<file path="config.mk">
export PLATFORM = sky130hd
export DESIGN_NAME = xfer_top
export DESIGN_NICKNAME = d
export VERILOG_FILES = /design/src/xfer_pkg.sv /design/src/queue_fifo.sv /design/src/write_queue.sv /design/src/xfer_issuer.sv /design/src/xfer_top.sv
export SDC_FILE = /design/constraint.sdc
export NUM_CORES = 2
export LEC_CHECK = 0
export BUFFER_PORTS_ARGS = -buffer_cell sky130_fd_sc_hd__buf_4
export CORE_MARGIN = 5
export CORE_UTILIZATION = 40
export DETAILED_ROUTE_END_ITERATION = 10
export PLACE_DENSITY = 0.6
export SLEW_MARGIN = 0
export SYNTH_ARGS = -nofsm -noshare
export SYNTH_HDL_FRONTEND = slang
export SYNTH_HIERARCHICAL = 1
export SYNTH_SLANG_ARGS = --single-unit
</file>
<file path="constraint.sdc">
create_clock -name clk_i -period 17.8 [get_ports clk_i]
set_clock_uncertainty 0.15 [all_clocks]
set_input_delay 1.78 -clock clk_i [delete_from_list [all_inputs] [get_ports clk_i]]
set_output_delay 1.78 -clock clk_i [all_outputs]
set_load 0.01 [all_outputs]
</file>
<file path="src/xfer_pkg.sv">
// Shared types and widths for the host-interface transmit queues and the transfer issuer
package xfer_pkg;

  // Width of one software register write
  parameter int unsigned CsrDataWidth = 32;

  // Threshold fields as seen by software
  parameter int unsigned ThldWidth = 3;

  // Queue fill level, wide enough for depths up to 64
  parameter int unsigned QDepthWidth = 7;

  // Transfer opcodes, only writes carry payload words
  typedef enum logic [1:0] {
    OP_WRITE = 2'd0,
    OP_READ  = 2'd1,
    OP_NOP   = 2'd2
  } xfer_op_e;

  typedef enum logic [1:0] {
    ISS_IDLE  = 2'd0,
    ISS_FETCH = 2'd1,
    ISS_BEAT  = 2'd2
  } issuer_state_e;

  // Command descriptor, low dword is written first
  typedef struct packed {
    logic [31:0] tag;
    logic [14:0] rsvd;
    logic [7:0]  len;
    logic [6:0]  addr;
    xfer_op_e    op;
  } cmd_desc_t;

  // One outgoing transfer beat
  typedef struct packed {
    xfer_op_e    op;
    logic [6:0]  addr;
    logic [31:0] tag;
    logic [31:0] data;
    logic        last;
  } xfer_beat_t;

  typedef struct packed {
    logic [QDepthWidth-1:0] depth;
    logic                   full;
    logic                   empty;
    logic                   start_trig;
    logic                   ready_trig;
  } queue_status_t;

  typedef struct packed {
    logic [ThldWidth-1:0] start_thld;
    logic [ThldWidth-1:0] ready_thld;
  } thld_cfg_t;

endpackage

</file>
<file path="src/queue_fifo.sv">
// Synchronous circular-buffer FIFO with valid/ready on both sides, used inside each write queue
`timescale 1ns/1ps

module queue_fifo #(
  parameter int unsigned Width = 32,
  parameter int unsigned Depth = 16
) (
  input  logic                                clk_i,
  input  logic                                rst_ni,
  input  logic                                clr_i,
  input  logic                                wvalid_i,
  output logic                                wready_o,
  input  logic [Width-1:0]                    wdata_i,
  output logic                                rvalid_o,
  input  logic                                rready_i,
  output logic [Width-1:0]                    rdata_o,
  output logic [xfer_pkg::QDepthWidth-1:0]    depth_o,
  output logic                                full_o
);
  import xfer_pkg::*;

  localparam int unsigned PtrWidth = (Depth > 1) ? $clog2(Depth) : 1;

  logic [Width-1:0]       mem_q [Depth];
  logic [PtrWidth-1:0]    wr_ptr_q;
  logic [PtrWidth-1:0]    rd_ptr_q;
  logic [QDepthWidth-1:0] count_q;
  logic                   push;
  logic                   pop;

  assign full_o   = (count_q == QDepthWidth'(Depth));
  assign wready_o = ~full_o;
  assign rvalid_o = (count_q != '0);
  assign rdata_o  = mem_q[rd_ptr_q];
  assign depth_o  = count_q;

  // A clear wins over any transfer in the same cycle
  assign push = wvalid_i & wready_o & ~clr_i;
  assign pop  = rvalid_o & rready_i & ~clr_i;

  always_ff @(posedge clk_i) begin
    if (push) begin
      mem_q[wr_ptr_q] <= wdata_i;
    end
  end

  always_ff @(posedge clk_i or negedge rst_ni) begin
    if (!rst_ni) begin
      wr_ptr_q <= '0;
      rd_ptr_q <= '0;
      count_q  <= '0;
    end else if (clr_i) begin
      wr_ptr_q <= '0;
      rd_ptr_q <= '0;
      count_q  <= '0;
    end else begin
      if (push) begin
        wr_ptr_q <= (wr_ptr_q == PtrWidth'(Depth - 1)) ? '0 : wr_ptr_q + 1'b1;
      end
      if (pop) begin
        rd_ptr_q <= (rd_ptr_q == PtrWidth'(Depth - 1)) ? '0 : rd_ptr_q + 1'b1;
      end
      if (push && !pop) begin
        count_q <= count_q + 1'b1;
      end else if (pop && !push) begin
        count_q <= count_q - 1'b1;
      end
    end
  end

  a_count_in_range: assert property (@(posedge clk_i) disable iff (!rst_ni)
    count_q <= QDepthWidth'(Depth))
    else $error("FIFO count above depth");

  // The consumer must only ask for a word that is there
  a_no_pop_empty: assert property (@(posedge clk_i) disable iff (!rst_ni)
    rready_i |-> rvalid_o)
    else $error("FIFO read requested while empty");

endmodule

</file>
<file path="src/write_queue.sv">
// Software write queue that packs register writes into FIFO entries and reports fill triggers
`timescale 1ns/1ps

module write_queue #(
  parameter int unsigned Depth          = 16,
  parameter int unsigned DataWidth      = 32,
  parameter bit          ThldIsPow      = 1'b0,
  parameter bit          LimitReadyThld = 1'b1
) (
  input  logic                                clk_i,
  input  logic                                rst_ni,
  input  logic                                req_i,
  input  logic [xfer_pkg::CsrDataWidth-1:0]   data_i,
  output logic                                ack_o,
  input  xfer_pkg::thld_cfg_t                 thld_i,
  output xfer_pkg::queue_status_t             status_o,
  output logic                                rvalid_o,
  input  logic                                rready_i,
  output logic [DataWidth-1:0]                rdata_o,
  input  logic                                reg_rst_i,
  output logic                                reg_rst_we_o
);
  import xfer_pkg::*;

  logic                   fifo_wvalid_q;
  logic                   fifo_wready;
  logic [DataWidth-1:0]   fifo_wdata_q;
  logic [QDepthWidth-1:0] fifo_depth;
  logic [QDepthWidth-1:0] free_entries;
  logic                   fifo_full;
  logic                   fifo_empty;
  logic [ThldWidth-1:0]   ready_thld_d;
  logic [ThldWidth-1:0]   ready_thld_q;

  // Threshold code to entry count, power mode reads n as 2^(n+1)
  function automatic int unsigned thld_level(logic [ThldWidth-1:0] thld);
    int unsigned lvl;
    lvl = ThldIsPow ? (32'd1 << (32'(thld) + 32'd1)) : 32'(thld);
    return lvl;
  endfunction

  assign fifo_empty   = ~|fifo_depth;
  assign free_entries = QDepthWidth'(Depth) - fifo_depth;

  always_comb begin
    status_o.depth      = fifo_depth;
    status_o.full       = fifo_full;
    status_o.empty      = fifo_empty;
    status_o.start_trig = |thld_i.start_thld &&
                          (32'(fifo_depth) >= thld_level(thld_i.start_thld));
    status_o.ready_trig = |ready_thld_q &&
                          (32'(free_entries) >= thld_level(ready_thld_q));
  end

  // Optional clamp so the ready level stays reachable
  always_comb begin
    ready_thld_d = thld_i.ready_thld;
    if (LimitReadyThld) begin
      if (ThldIsPow) begin
        if (thld_level(thld_i.ready_thld) >= Depth) begin
          ready_thld_d = ThldWidth'($clog2(Depth) - 1);
        end
      end else if (32'(thld_i.ready_thld) >= Depth) begin
        ready_thld_d = ThldWidth'(Depth - 1);
      end
    end
  end

  always_ff @(posedge clk_i or negedge rst_ni) begin
    if (!rst_ni) begin
      ready_thld_q <= '0;
      reg_rst_we_o <= 1'b0;
    end else begin
      ready_thld_q <= ready_thld_d;
      // Tell the register the flush is done
      reg_rst_we_o <= reg_rst_i && fifo_empty;
    end
  end

  if (DataWidth == 64) begin : gen_qword
    logic dword_idx_q;

    always_ff @(posedge clk_i) begin
      if (req_i) begin
        if (dword_idx_q) begin
          fifo_wdata_q[63:32] <= data_i;
        end else begin
          fifo_wdata_q[31:0] <= data_i;
        end
      end
    end

    always_ff @(posedge clk_i or negedge rst_ni) begin
      if (!rst_ni) begin
        dword_idx_q   <= 1'b0;
        fifo_wvalid_q <= 1'b0;
        ack_o         <= 1'b0;
      end else begin
        ack_o <= 1'b0;
        if (req_i) begin
          if (dword_idx_q) begin
            fifo_wvalid_q <= 1'b1;
          end else begin
            // Low dword is only stored, ack it right away
            dword_idx_q <= 1'b1;
            ack_o       <= 1'b1;
          end
        end
        if (fifo_wvalid_q && fifo_wready) begin
          fifo_wvalid_q <= 1'b0;
          dword_idx_q   <= 1'b0;
          ack_o         <= 1'b1;
        end
      end
    end

    a_push_high_dword: assert property (@(posedge clk_i) disable iff (!rst_ni)
      (fifo_wvalid_q && fifo_wready) |-> dword_idx_q)
      else $error("Descriptor pushed before its high dword");
  end else begin : gen_dword
    always_ff @(posedge clk_i) begin
      if (req_i) begin
        fifo_wdata_q <= data_i;
      end
    end

    always_ff @(posedge clk_i or negedge rst_ni) begin
      if (!rst_ni) begin
        fifo_wvalid_q <= 1'b0;
        ack_o         <= 1'b0;
      end else begin
        ack_o <= fifo_wvalid_q & fifo_wready;
        if (fifo_wvalid_q && fifo_wready) begin
          fifo_wvalid_q <= 1'b0;
        end else if (req_i) begin
          fifo_wvalid_q <= 1'b1;
        end
      end
    end
  end

  queue_fifo #(
    .Width(DataWidth),
    .Depth(Depth)
  ) u_fifo (
    .clk_i    (clk_i),
    .rst_ni   (rst_ni),
    .clr_i    (reg_rst_i),
    .wvalid_i (fifo_wvalid_q),
    .wready_o (fifo_wready),
    .wdata_i  (fifo_wdata_q),
    .rvalid_o (rvalid_o),
    .rready_i (rready_i),
    .rdata_o  (rdata_o),
    .depth_o  (fifo_depth),
    .full_o   (fifo_full)
  );

endmodule

</file>
<file path="src/xfer_issuer.sv">
// Transfer issuer FSM that pops descriptors and payload words and emits one beat per word
`timescale 1ns/1ps

module xfer_issuer (
  input  logic                  clk_i,
  input  logic                  rst_ni,
  input  logic                  cmd_rvalid_i,
  input  xfer_pkg::cmd_desc_t   cmd_rdata_i,
  output logic                  cmd_rready_o,
  input  logic                  tx_rvalid_i,
  input  logic [31:0]           tx_rdata_i,
  output logic                  tx_rready_o,
  output xfer_pkg::xfer_beat_t  beat_o,
  output logic                  beat_valid_o
);
  import xfer_pkg::*;

  issuer_state_e state_q;
  issuer_state_e state_d;
  cmd_desc_t     desc_q;
  logic [7:0]    beats_left_q;
  logic          need_data;
  logic          beat_fire;
  xfer_beat_t    beat_d;

  // Zero-length writes still send one empty beat
  assign need_data = (desc_q.op == OP_WRITE) && (desc_q.len != 8'd0);

  always_comb begin
    state_d      = state_q;
    cmd_rready_o = 1'b0;
    tx_rready_o  = 1'b0;
    beat_fire    = 1'b0;
    unique case (state_q)
      ISS_IDLE: begin
        cmd_rready_o = cmd_rvalid_i;
        if (cmd_rvalid_i) begin
          state_d = ISS_FETCH;
        end
      end
      ISS_FETCH: state_d = ISS_BEAT;
      ISS_BEAT: begin
        tx_rready_o = need_data & tx_rvalid_i;
        beat_fire   = need_data ? tx_rvalid_i : 1'b1;
        if (beat_fire && beats_left_q == 8'd1) begin
          state_d = ISS_IDLE;
        end
      end
      default: state_d = ISS_IDLE;
    endcase
  end

  always_comb begin
    beat_d.op   = desc_q.op;
    beat_d.addr = desc_q.addr;
    beat_d.tag  = desc_q.tag;
    beat_d.data = need_data ? tx_rdata_i : 32'd0;
    beat_d.last = beat_fire && (beats_left_q == 8'd1);
  end

  always_ff @(posedge clk_i) begin
    if (cmd_rready_o) begin
      desc_q <= cmd_rdata_i;
    end
    beat_o <= beat_d;
  end

  always_ff @(posedge clk_i or negedge rst_ni) begin
    if (!rst_ni) begin
      state_q      <= ISS_IDLE;
      beats_left_q <= '0;
      beat_valid_o <= 1'b0;
    end else begin
      state_q      <= state_d;
      beat_valid_o <= beat_fire;
      if (state_q == ISS_FETCH) begin
        beats_left_q <= need_data ? desc_q.len : 8'd1;
      end else if (beat_fire) begin
        beats_left_q <= beats_left_q - 1'b1;
      end
    end
  end

  a_tx_pop_write_only: assert property (@(posedge clk_i) disable iff (!rst_ni)
    tx_rready_o |-> (state_q == ISS_BEAT && desc_q.op == OP_WRITE))
    else $error("Payload popped outside a write transfer");

  a_last_is_valid: assert property (@(posedge clk_i) disable iff (!rst_ni)
    beat_o.last |-> beat_valid_o)
    else $error("Last flag on an invalid beat");

endmodule

</file>
<file path="src/xfer_top.sv">
// Transmit-side top level joining the command queue, the TX data queue and the issuer
`timescale 1ns/1ps

module xfer_top #(
  parameter int unsigned CmdDepth       = 16,
  parameter int unsigned TxDepth        = 64,
  parameter bit          ThldIsPow      = 1'b0,
  parameter bit          LimitReadyThld = 1'b1
) (
  input  logic                                clk_i,
  input  logic                                rst_ni,
  input  logic                                cmd_req_i,
  input  logic [xfer_pkg::CsrDataWidth-1:0]   cmd_data_i,
  output logic                                cmd_ack_o,
  input  logic                                tx_req_i,
  input  logic [xfer_pkg::CsrDataWidth-1:0]   tx_data_i,
  output logic                                tx_ack_o,
  input  xfer_pkg::thld_cfg_t                 cmd_thld_i,
  input  xfer_pkg::thld_cfg_t                 tx_thld_i,
  output xfer_pkg::queue_status_t             cmd_status_o,
  output xfer_pkg::queue_status_t             tx_status_o,
  input  logic                                cmd_rst_i,
  input  logic                                tx_rst_i,
  output logic                                cmd_rst_we_o,
  output logic                                tx_rst_we_o,
  output xfer_pkg::xfer_beat_t                beat_o,
  output logic                                beat_valid_o
);
  import xfer_pkg::*;

  logic                    cmd_rvalid;
  logic                    cmd_rready;
  cmd_desc_t               cmd_rdata;
  logic                    tx_rvalid;
  logic                    tx_rready;
  logic [CsrDataWidth-1:0] tx_rdata;

  // Descriptors are two register writes wide
  write_queue #(
    .Depth          (CmdDepth),
    .DataWidth      (64),
    .ThldIsPow      (ThldIsPow),
    .LimitReadyThld (LimitReadyThld)
  ) u_cmd_queue (
    .clk_i        (clk_i),
    .rst_ni       (rst_ni),
    .req_i        (cmd_req_i),
    .data_i       (cmd_data_i),
    .ack_o        (cmd_ack_o),
    .thld_i       (cmd_thld_i),
    .status_o     (cmd_status_o),
    .rvalid_o     (cmd_rvalid),
    .rready_i     (cmd_rready),
    .rdata_o      (cmd_rdata),
    .reg_rst_i    (cmd_rst_i),
    .reg_rst_we_o (cmd_rst_we_o)
  );

  write_queue #(
    .Depth          (TxDepth),
    .DataWidth      (CsrDataWidth),
    .ThldIsPow      (ThldIsPow),
    .LimitReadyThld (LimitReadyThld)
  ) u_tx_queue (
    .clk_i        (clk_i),
    .rst_ni       (rst_ni),
    .req_i        (tx_req_i),
    .data_i       (tx_data_i),
    .ack_o        (tx_ack_o),
    .thld_i       (tx_thld_i),
    .status_o     (tx_status_o),
    .rvalid_o     (tx_rvalid),
    .rready_i     (tx_rready),
    .rdata_o      (tx_rdata),
    .reg_rst_i    (tx_rst_i),
    .reg_rst_we_o (tx_rst_we_o)
  );

  xfer_issuer u_issuer (
    .clk_i        (clk_i),
    .rst_ni       (rst_ni),
    .cmd_rvalid_i (cmd_rvalid),
    .cmd_rdata_i  (cmd_rdata),
    .cmd_rready_o (cmd_rready),
    .tx_rvalid_i  (tx_rvalid),
    .tx_rdata_i   (tx_rdata),
    .tx_rready_o  (tx_rready),
    .beat_o       (beat_o),
    .beat_valid_o (beat_valid_o)
  );

endmodule

</file>
### Word level (Yosys, flattened, before mapping)

Memories as Yosys holds them, arrays and structs flattened. A register that Yosys moved wholly into a read port is not among the register bits.
Index checks and enable logic that the tools add are counted.
W data, S select, Z words.

| word-level totals | value |
|---|---|
| bits in writable memories | 3072 |
| word-level logic and storage cells | 156 |
| memories kept | 2 |
| flip-flop bits (word level) | 196 |

Memory list:

| name | words | bits a word | read ports | clocked after memory_dff | write ports | line | source |
|---|---|---|---|---|---|---|---|
| u_tx_queue.u_fifo.mem_q | 64 | 32 | 1 | 1 | 1 | queue_fifo.sv:24 | `logic [Width-1:0] mem_q [Depth];` |
| u_cmd_queue.u_fifo.mem_q | 16 | 64 | 1 | 1 | 1 | queue_fifo.sv:24 |  |

| operators by class | value |
|---|---|
| multiplexer cells | 42 |
| bitwise logic cells | 14 |
| reductions and logical operators | 47 |
| add/sub/neg operators | 11 |
| $lt $le $gt $ge | 4 |
| eq/ne operators | 11 |

Operators by type and width:

| operator | count |
|---|---|
| $mux W7 | 6 |
| $mux W6 | 6 |
| $ge A7 B3 Y1 | 4 |
| $mux W4 | 6 |
| $mux W8 | 3 |
| $mux W1 | 18 |
| $reduce_bool A2 Y1 | 8 |
| $logic_and A1 B1 Y1 | 15 |
| $add A7 B1 Y7 const B | 2 |
| $reduce_bool A7 Y1 | 2 |
| $reduce_or A7 Y1 | 2 |
| $sub A7 B1 Y7 const B | 2 |
| $add A6 B1 Y6 const B | 2 |
| $eq A6 B6 Y1 const B | 2 |
| $reduce_or A3 Y1 | 4 |
| $and A1 B1 Y1 | 9 |
| $add A4 B1 Y4 const B | 2 |
| $eq A4 B4 Y1 const B | 2 |
| $eq A8 B1 Y1 const B | 1 |
| $reduce_and A2 Y1 | 4 |
| $reduce_bool A8 Y1 | 1 |
| $sub A8 B1 Y8 const B | 1 |
| $eq A7 B5 Y1 const B | 1 |
| $eq A7 B7 Y1 const B | 1 |
| 12 further kinds | 25 |

### Depth between registers and ports, before layout

| logic depth | value |
|---|---|
| depth after elaboration | 10 |
| depth in mapped cells | 14 |
| gate-level depth less buffers | 14 |

### Cells and area by module

The synthesis kept the hierarchy.

By module, submodules not included:

| module | area each (µm²) | sequential area each (µm²) | times used | cells an instance |
|---|---|---|---|---|
| queue_fifo at u_tx_queue.u_fifo | 78706.7 | 61974.4 | 1 | 3431 |
| queue_fifo at u_cmd_queue.u_fifo | 40181.0 | 31124.9 | 1 | 2042 |
| xfer_issuer | 3846.2 | 3228.1 | 1 | 229 |
| write_queue at u_cmd_queue | 2394.8 | 2097.0 | 1 | 113 |
| write_queue at u_tx_queue | 1426.4 | 1111.1 | 1 | 83 |

### Worst setup path after synthesis

OpenSTA, ideal clock, no wires.

| path | value |
|---|---|
| kind | input port to flip-flop |
| start point | input port cmd_rst_i |
| end point | memory u_cmd_queue/u_fifo/mem_q[15][0] (netlist name), enable pin |
| required time | 17.085 ns |
| buffers on the path | 2 |
| slack | 10.586 ns |
| library setup time | 0.565 ns |
| data arrival time | 6.499 ns |
| cell stages on the path | 3 |
| cells stage by stage | buf_6 -> clkbuf_1 -> nor3_1 |

| on the way | value |
|---|---|
| cells in the longest elaborated chain, start to end | 4 |

Ends and longest elaborated chain:

| item | line | source |
|---|---|---|
| from (decl) | xfer_top.sv:22 | `input logic cmd_rst_i,` |
| $not A1 Y1 | queue_fifo.sv:38 | `assign push = wvalid_i & wready_o & ~clr_i;` |
| $and A1 B1 Y1 | queue_fifo.sv:38 |  |
| $mux W1 | queue_fifo.sv:42 | `if (push) begin` |
| $mux W1 (implied by the code) | queue_fifo.sv:43 | `mem_q[wr_ptr_q] <= wdata_i;` |
| to (decl) | queue_fifo.sv:24 |  |

Every way passes these cells.

==> metrics.txt <==
# TYPE chip_impl_metric gauge
chip_impl_metric{name="row_count",unit=""} 198
chip_impl_info{name="criticalPathCategory",value="flop to flop"} 1
chip_impl_metric{name="final_critical_period",unit="ps"} 6321
chip_impl_metric{name="cellInternalPower",unit="mW"} 13.03
chip_impl_metric{name="drt_iter0_drc",unit=""} 6756
chip_impl_metric{name="htreeDepth",unit=""} 5
chip_impl_metric{name="wirelength_met1",unit="mm"} 123.3
chip_impl_metric{name="postCtsSetupRepairBufs",unit=""} 0
chip_impl_metric{name="power.static_leakage",unit="nW"} 41.36
chip_impl_metric{name="setup_violating_endpoint_count_in_the_final_report",unit=""} 0
chip_impl_metric{name="clock_transition_at_path_regs",unit="ps"} 60
chip_impl_metric{name="critPathArrivalTime",unit="ps"} 6890
chip_impl_metric{name="port_buffers",unit=""} 182
chip_impl_info{name="end_kind",value="flop"} 1
chip_impl_metric{name="first_pass_grt_wire_length",unit="mm"} 432.4
chip_impl_metric{name="syn-instance-count",unit=""} 5457
chip_impl_metric{name="crit_path_max_fanout",unit=""} 89
chip_impl_metric{name="gr-total-overflow",unit=""} 0
chip_impl_metric{name="worst_ep_required_time",unit="ps"} 18370
chip_impl_info{name="cts_root_buf",value="clkbuf_16"} 1
chip_impl_info{name="outcome",value="completed"} 1
chip_impl_metric{name="maxSlewViolCount",unit=""} 0
chip_impl_metric{name="timing.max_cap.violations",unit=""} 0
chip_impl_metric{name="irDropWorstVdd",unit="uV"} 93.34
chip_impl_metric{name="tightestPinTransition",unit="ps"} 1194
chip_impl_metric{name="viasPerCell",unit=""} 5.741
chip_impl_metric{name="mappedNetlistNets",unit=""} 5576
chip_impl_metric{name="routed_wire_length_per_instance",unit="um"} 30.48
chip_impl_info{name="rsz0062_at_grt",value="no"} 1
chip_impl_info{name="launch_point_of_the_worst_reg_to_reg_path",value="u_tx_queue/u_fifo/rd_ptr_q[0]"} 1
chip_impl_metric{name="final_period_util",unit="%"} 35.51
chip_impl_metric{name="start_util",unit="%"} 40.21
chip_impl_metric{name="pin_count_of_the_biggest_net_entering_global_routing",unit=""} 110
chip_impl_metric{name="floorplan.die_area",unit="um2"} 303500
chip_impl_metric{name="postSynthAreaPerCell",unit="um2"} 21.45
chip_impl_metric{name="route.vias.total",unit=""} 57290
chip_impl_info{name="slowest_stage",value="dfrtp_4"} 1
chip_impl_metric{name="skew_pair_late_insertion_delay",unit="ps"} 890
chip_impl_metric{name="die_w",unit="um"} 551.0
chip_impl_metric{name="pwr-share-seq",unit="%"} 50.6
chip_impl_metric{name="synthesis.yosys.warnings",unit=""} 6
chip_impl_metric{name="relSlewSlack",unit="%"} 19.76
chip_impl_metric{name="finalWirelength",unit="mm"} 304.2
chip_impl_metric{name="boundaryPins",unit=""} 183
chip_impl_metric{name="whs_path_depth",unit=""} 0
chip_impl_metric{name="setup_slack",unit="ps"} 11480
chip_impl_metric{name="crit_path_buffers_inverters",unit=""} 4
chip_impl_metric{name="antenna_violations_before_repair",unit=""} 26
chip_impl_info{name="critical_path.startpoint_type",value="flop"} 1
chip_impl_metric{name="fin_setup_tns",unit="ps"} 0
chip_impl_metric{name="total_switching_power",unit="mW"} 4.070
chip_impl_info{name="routed.top_layer",value="met5"} 1
chip_impl_metric{name="power.density_cell_area",unit="nW/um2"} 127.8
chip_impl_metric{name="ctsResizeCount",unit=""} 0
chip_impl_info{name="cell_by_cell_listing_of_the_critical_path",value="buf_4, buf_12, buf_4, buf_4, mux4_2, o22ai_1, nor2_1, a21oi_1, a221oi_1, and2_1"} 1
chip_impl_metric{name="ff2ff_path_depth",unit=""} 10
chip_impl_metric{name="die_height",unit="um"} 551.0
chip_impl_info{name="hold_start",value="u_issuer/beat_d[58]"} 1
chip_impl_metric{name="p_sw_share",unit="%"} 23.79
chip_impl_info{name="cts_tree",value="yes"} 1
chip_impl_info{name="min-delay-path-class",value="flop to flop"} 1
chip_impl_metric{name="grt_usage",unit="%"} 19.75
chip_impl_metric{name="path_depth",unit=""} 10
chip_impl_metric{name="worst_path_largest_cell_delay",unit="ps"} 950
chip_impl_metric{name="cts.sink_count",unit=""} 3094
chip_impl_metric{name="cts.path.max_buffers",unit=""} 4
chip_impl_metric{name="dp_slack",unit="ps"} 11370
chip_impl_metric{name="dp_hpwl",unit="mm"} 162.8
chip_impl_info{name="most_frequent_cell_on_critical_path",value="buf_4"} 1
chip_impl_metric{name="layout-drive-gt1-share",unit="%"} 25.98
chip_impl_metric{name="synthesis.area",unit="um2"} 117100
chip_impl_metric{name="drt_first_pass_iters",unit=""} 6
chip_impl_metric{name="syn_to_final_growth",unit="%"} 14.34
chip_impl_metric{name="timing.fmax",unit="MHz"} 158.2
chip_impl_metric{name="num-nets-final",unit=""} 5936
chip_impl_metric{name="cts_inserted_buffers",unit=""} 324
chip_impl_metric{name="drcViolationCount",unit=""} 0
chip_impl_metric{name="hold_viol_final",unit=""} 0
chip_impl_metric{name="fill_cells",unit=""} 24100
chip_impl_metric{name="count_of_nets_left_with_antenna_violations_after_detail_routing",unit=""} 0
chip_impl_info{name="path_delay_family",value="buffers and inverters"} 1
chip_impl_info{name="launching_instance_or_port_of_the_critical_path",value="u_tx_queue/u_fifo/rd_ptr_q[0]"} 1
chip_impl_metric{name="gp_routability_congestion",unit=""} 0.7783
chip_impl_metric{name="core",unit="um2"} 291100
chip_impl_metric{name="power.share.clock",unit="%"} 38.2
chip_impl_metric{name="via_count_of_the_first_global_routing_pass",unit=""} 57930
chip_impl_metric{name="hold_buffers",unit=""} 0
chip_impl_metric{name="met2_length",unit="mm"} 150.9
chip_impl_metric{name="met3WireLength",unit="mm"} 21.83
chip_impl_metric{name="power.share.combinational",unit="%"} 11.3
placed cells by master, fill, tap and decap left out, types with 70 or more instances in the layout:
| master | instances |
|---|---|
| o21ai_0 | 122 |
| a22oi_1 | 70 |
| mux4_2 | 610 |
| clkbuf_16 | 332 |
| a21oi_1 | 191 |
| dfxtp_1 | 74 |
| a221oi_1 | 99 |
| mux2i_1 | 182 |
| buf_4 | 342 |
| nand2_1 | 119 |
| edfxtp_1 | 2962 |
| clkbuf_1 | 94 |
cell type report:
type	count	area (um2)	area share, %
Sequential cell	3094	91900	68.67
Multi-Input combinational cell	2018	24090	18.00
Clock buffer	443	8895	6.646
Tap cell	3900	4880	3.646
Timing Repair Buffer	345	2628	1.963
Clock inverter	139	1300	0.9713
Inverter	34	127.6	0.09536
Antenna cell	6	15.01	0.01122
metal layers:
| layer | vias up | track usage (%) |
|---|---|---|
| li1 | 23560 | - |
| met1 | 30920 | 27.39 |
| met5 | - | 0 |
| met3 | 448 | 2.904 |
| met2 | 2360 | 32.90 |
| met4 | 6 | 5.378 |
sequential cells by signal (all words and copies together) (netlist names), 7 cells and up:
signal	count
u_cmd_queue/u_fifo/mem_q	784
u_tx_queue/u_fifo/mem_q	2048
u_issuer/beat_d	41
u_issuer/desc_q	8
u_issuer/beat_o	74
u_tx_queue/fifo_wdata_q	32
u_cmd_queue/u_fifo/depth_o	7
u_tx_queue/u_fifo/depth_o	7
u_issuer/beats_left_q	8
u_cmd_queue/fifo_wdata_q	49
power by group through the flow:
| stage | Sequential [mW] | Combinational (mW) | Clock [mW] |
|---|---|---|---|
| 5_1_grt | 8.68 | 2.09 | 6.96 |
| 4_1_cts | 8.65 | 1.98 | 6.65 |
| 2_1_floorplan | 8.73 | 1.29 | 0 |
| 3_5_place_dp | 8.80 | 1.97 | 0 |
| 3_3_place_gp | 8.79 | 1.94 | 0 |
| 6_report | 8.65 | 1.93 | 6.53 |
path summary, 6_finish.rpt:
| path | endpoint | slack (ps) |
|---|---|---|
| max | u_issuer/beat_o[1] | 11480 |
| min | u_issuer/beat_o[58] | 180 |
| max reg2reg | u_issuer/beat_o[1] | 11480 |
| min reg2reg | u_issuer/beat_o[58] | 180 |
| max in group asynchronous | u_tx_queue/u_fifo/rd_ptr_q[1] | 15910 |
| min in group asynchronous | u_cmd_queue/u_fifo/wr_ptr_q[1] | 880 |
through the flow:
step	instances	power [mW]	util (%)	hold WS, ps	area (um2)
6_report	9979	17.10	45.98	181.3	133800
5_1_grt	9974	17.73	45.97	201.2	133800
4_1_cts	9973	17.28	45.97	186.0	133800
3_5_place_dp	9391	10.77	42.47	176.9	123600
3_3_place_gp	9391	10.74	42.47	174.8	123600
2_1_floorplan	5457	10.02	-	173.3	117100
Note: power is estimated with default switching activity, not from simulation.
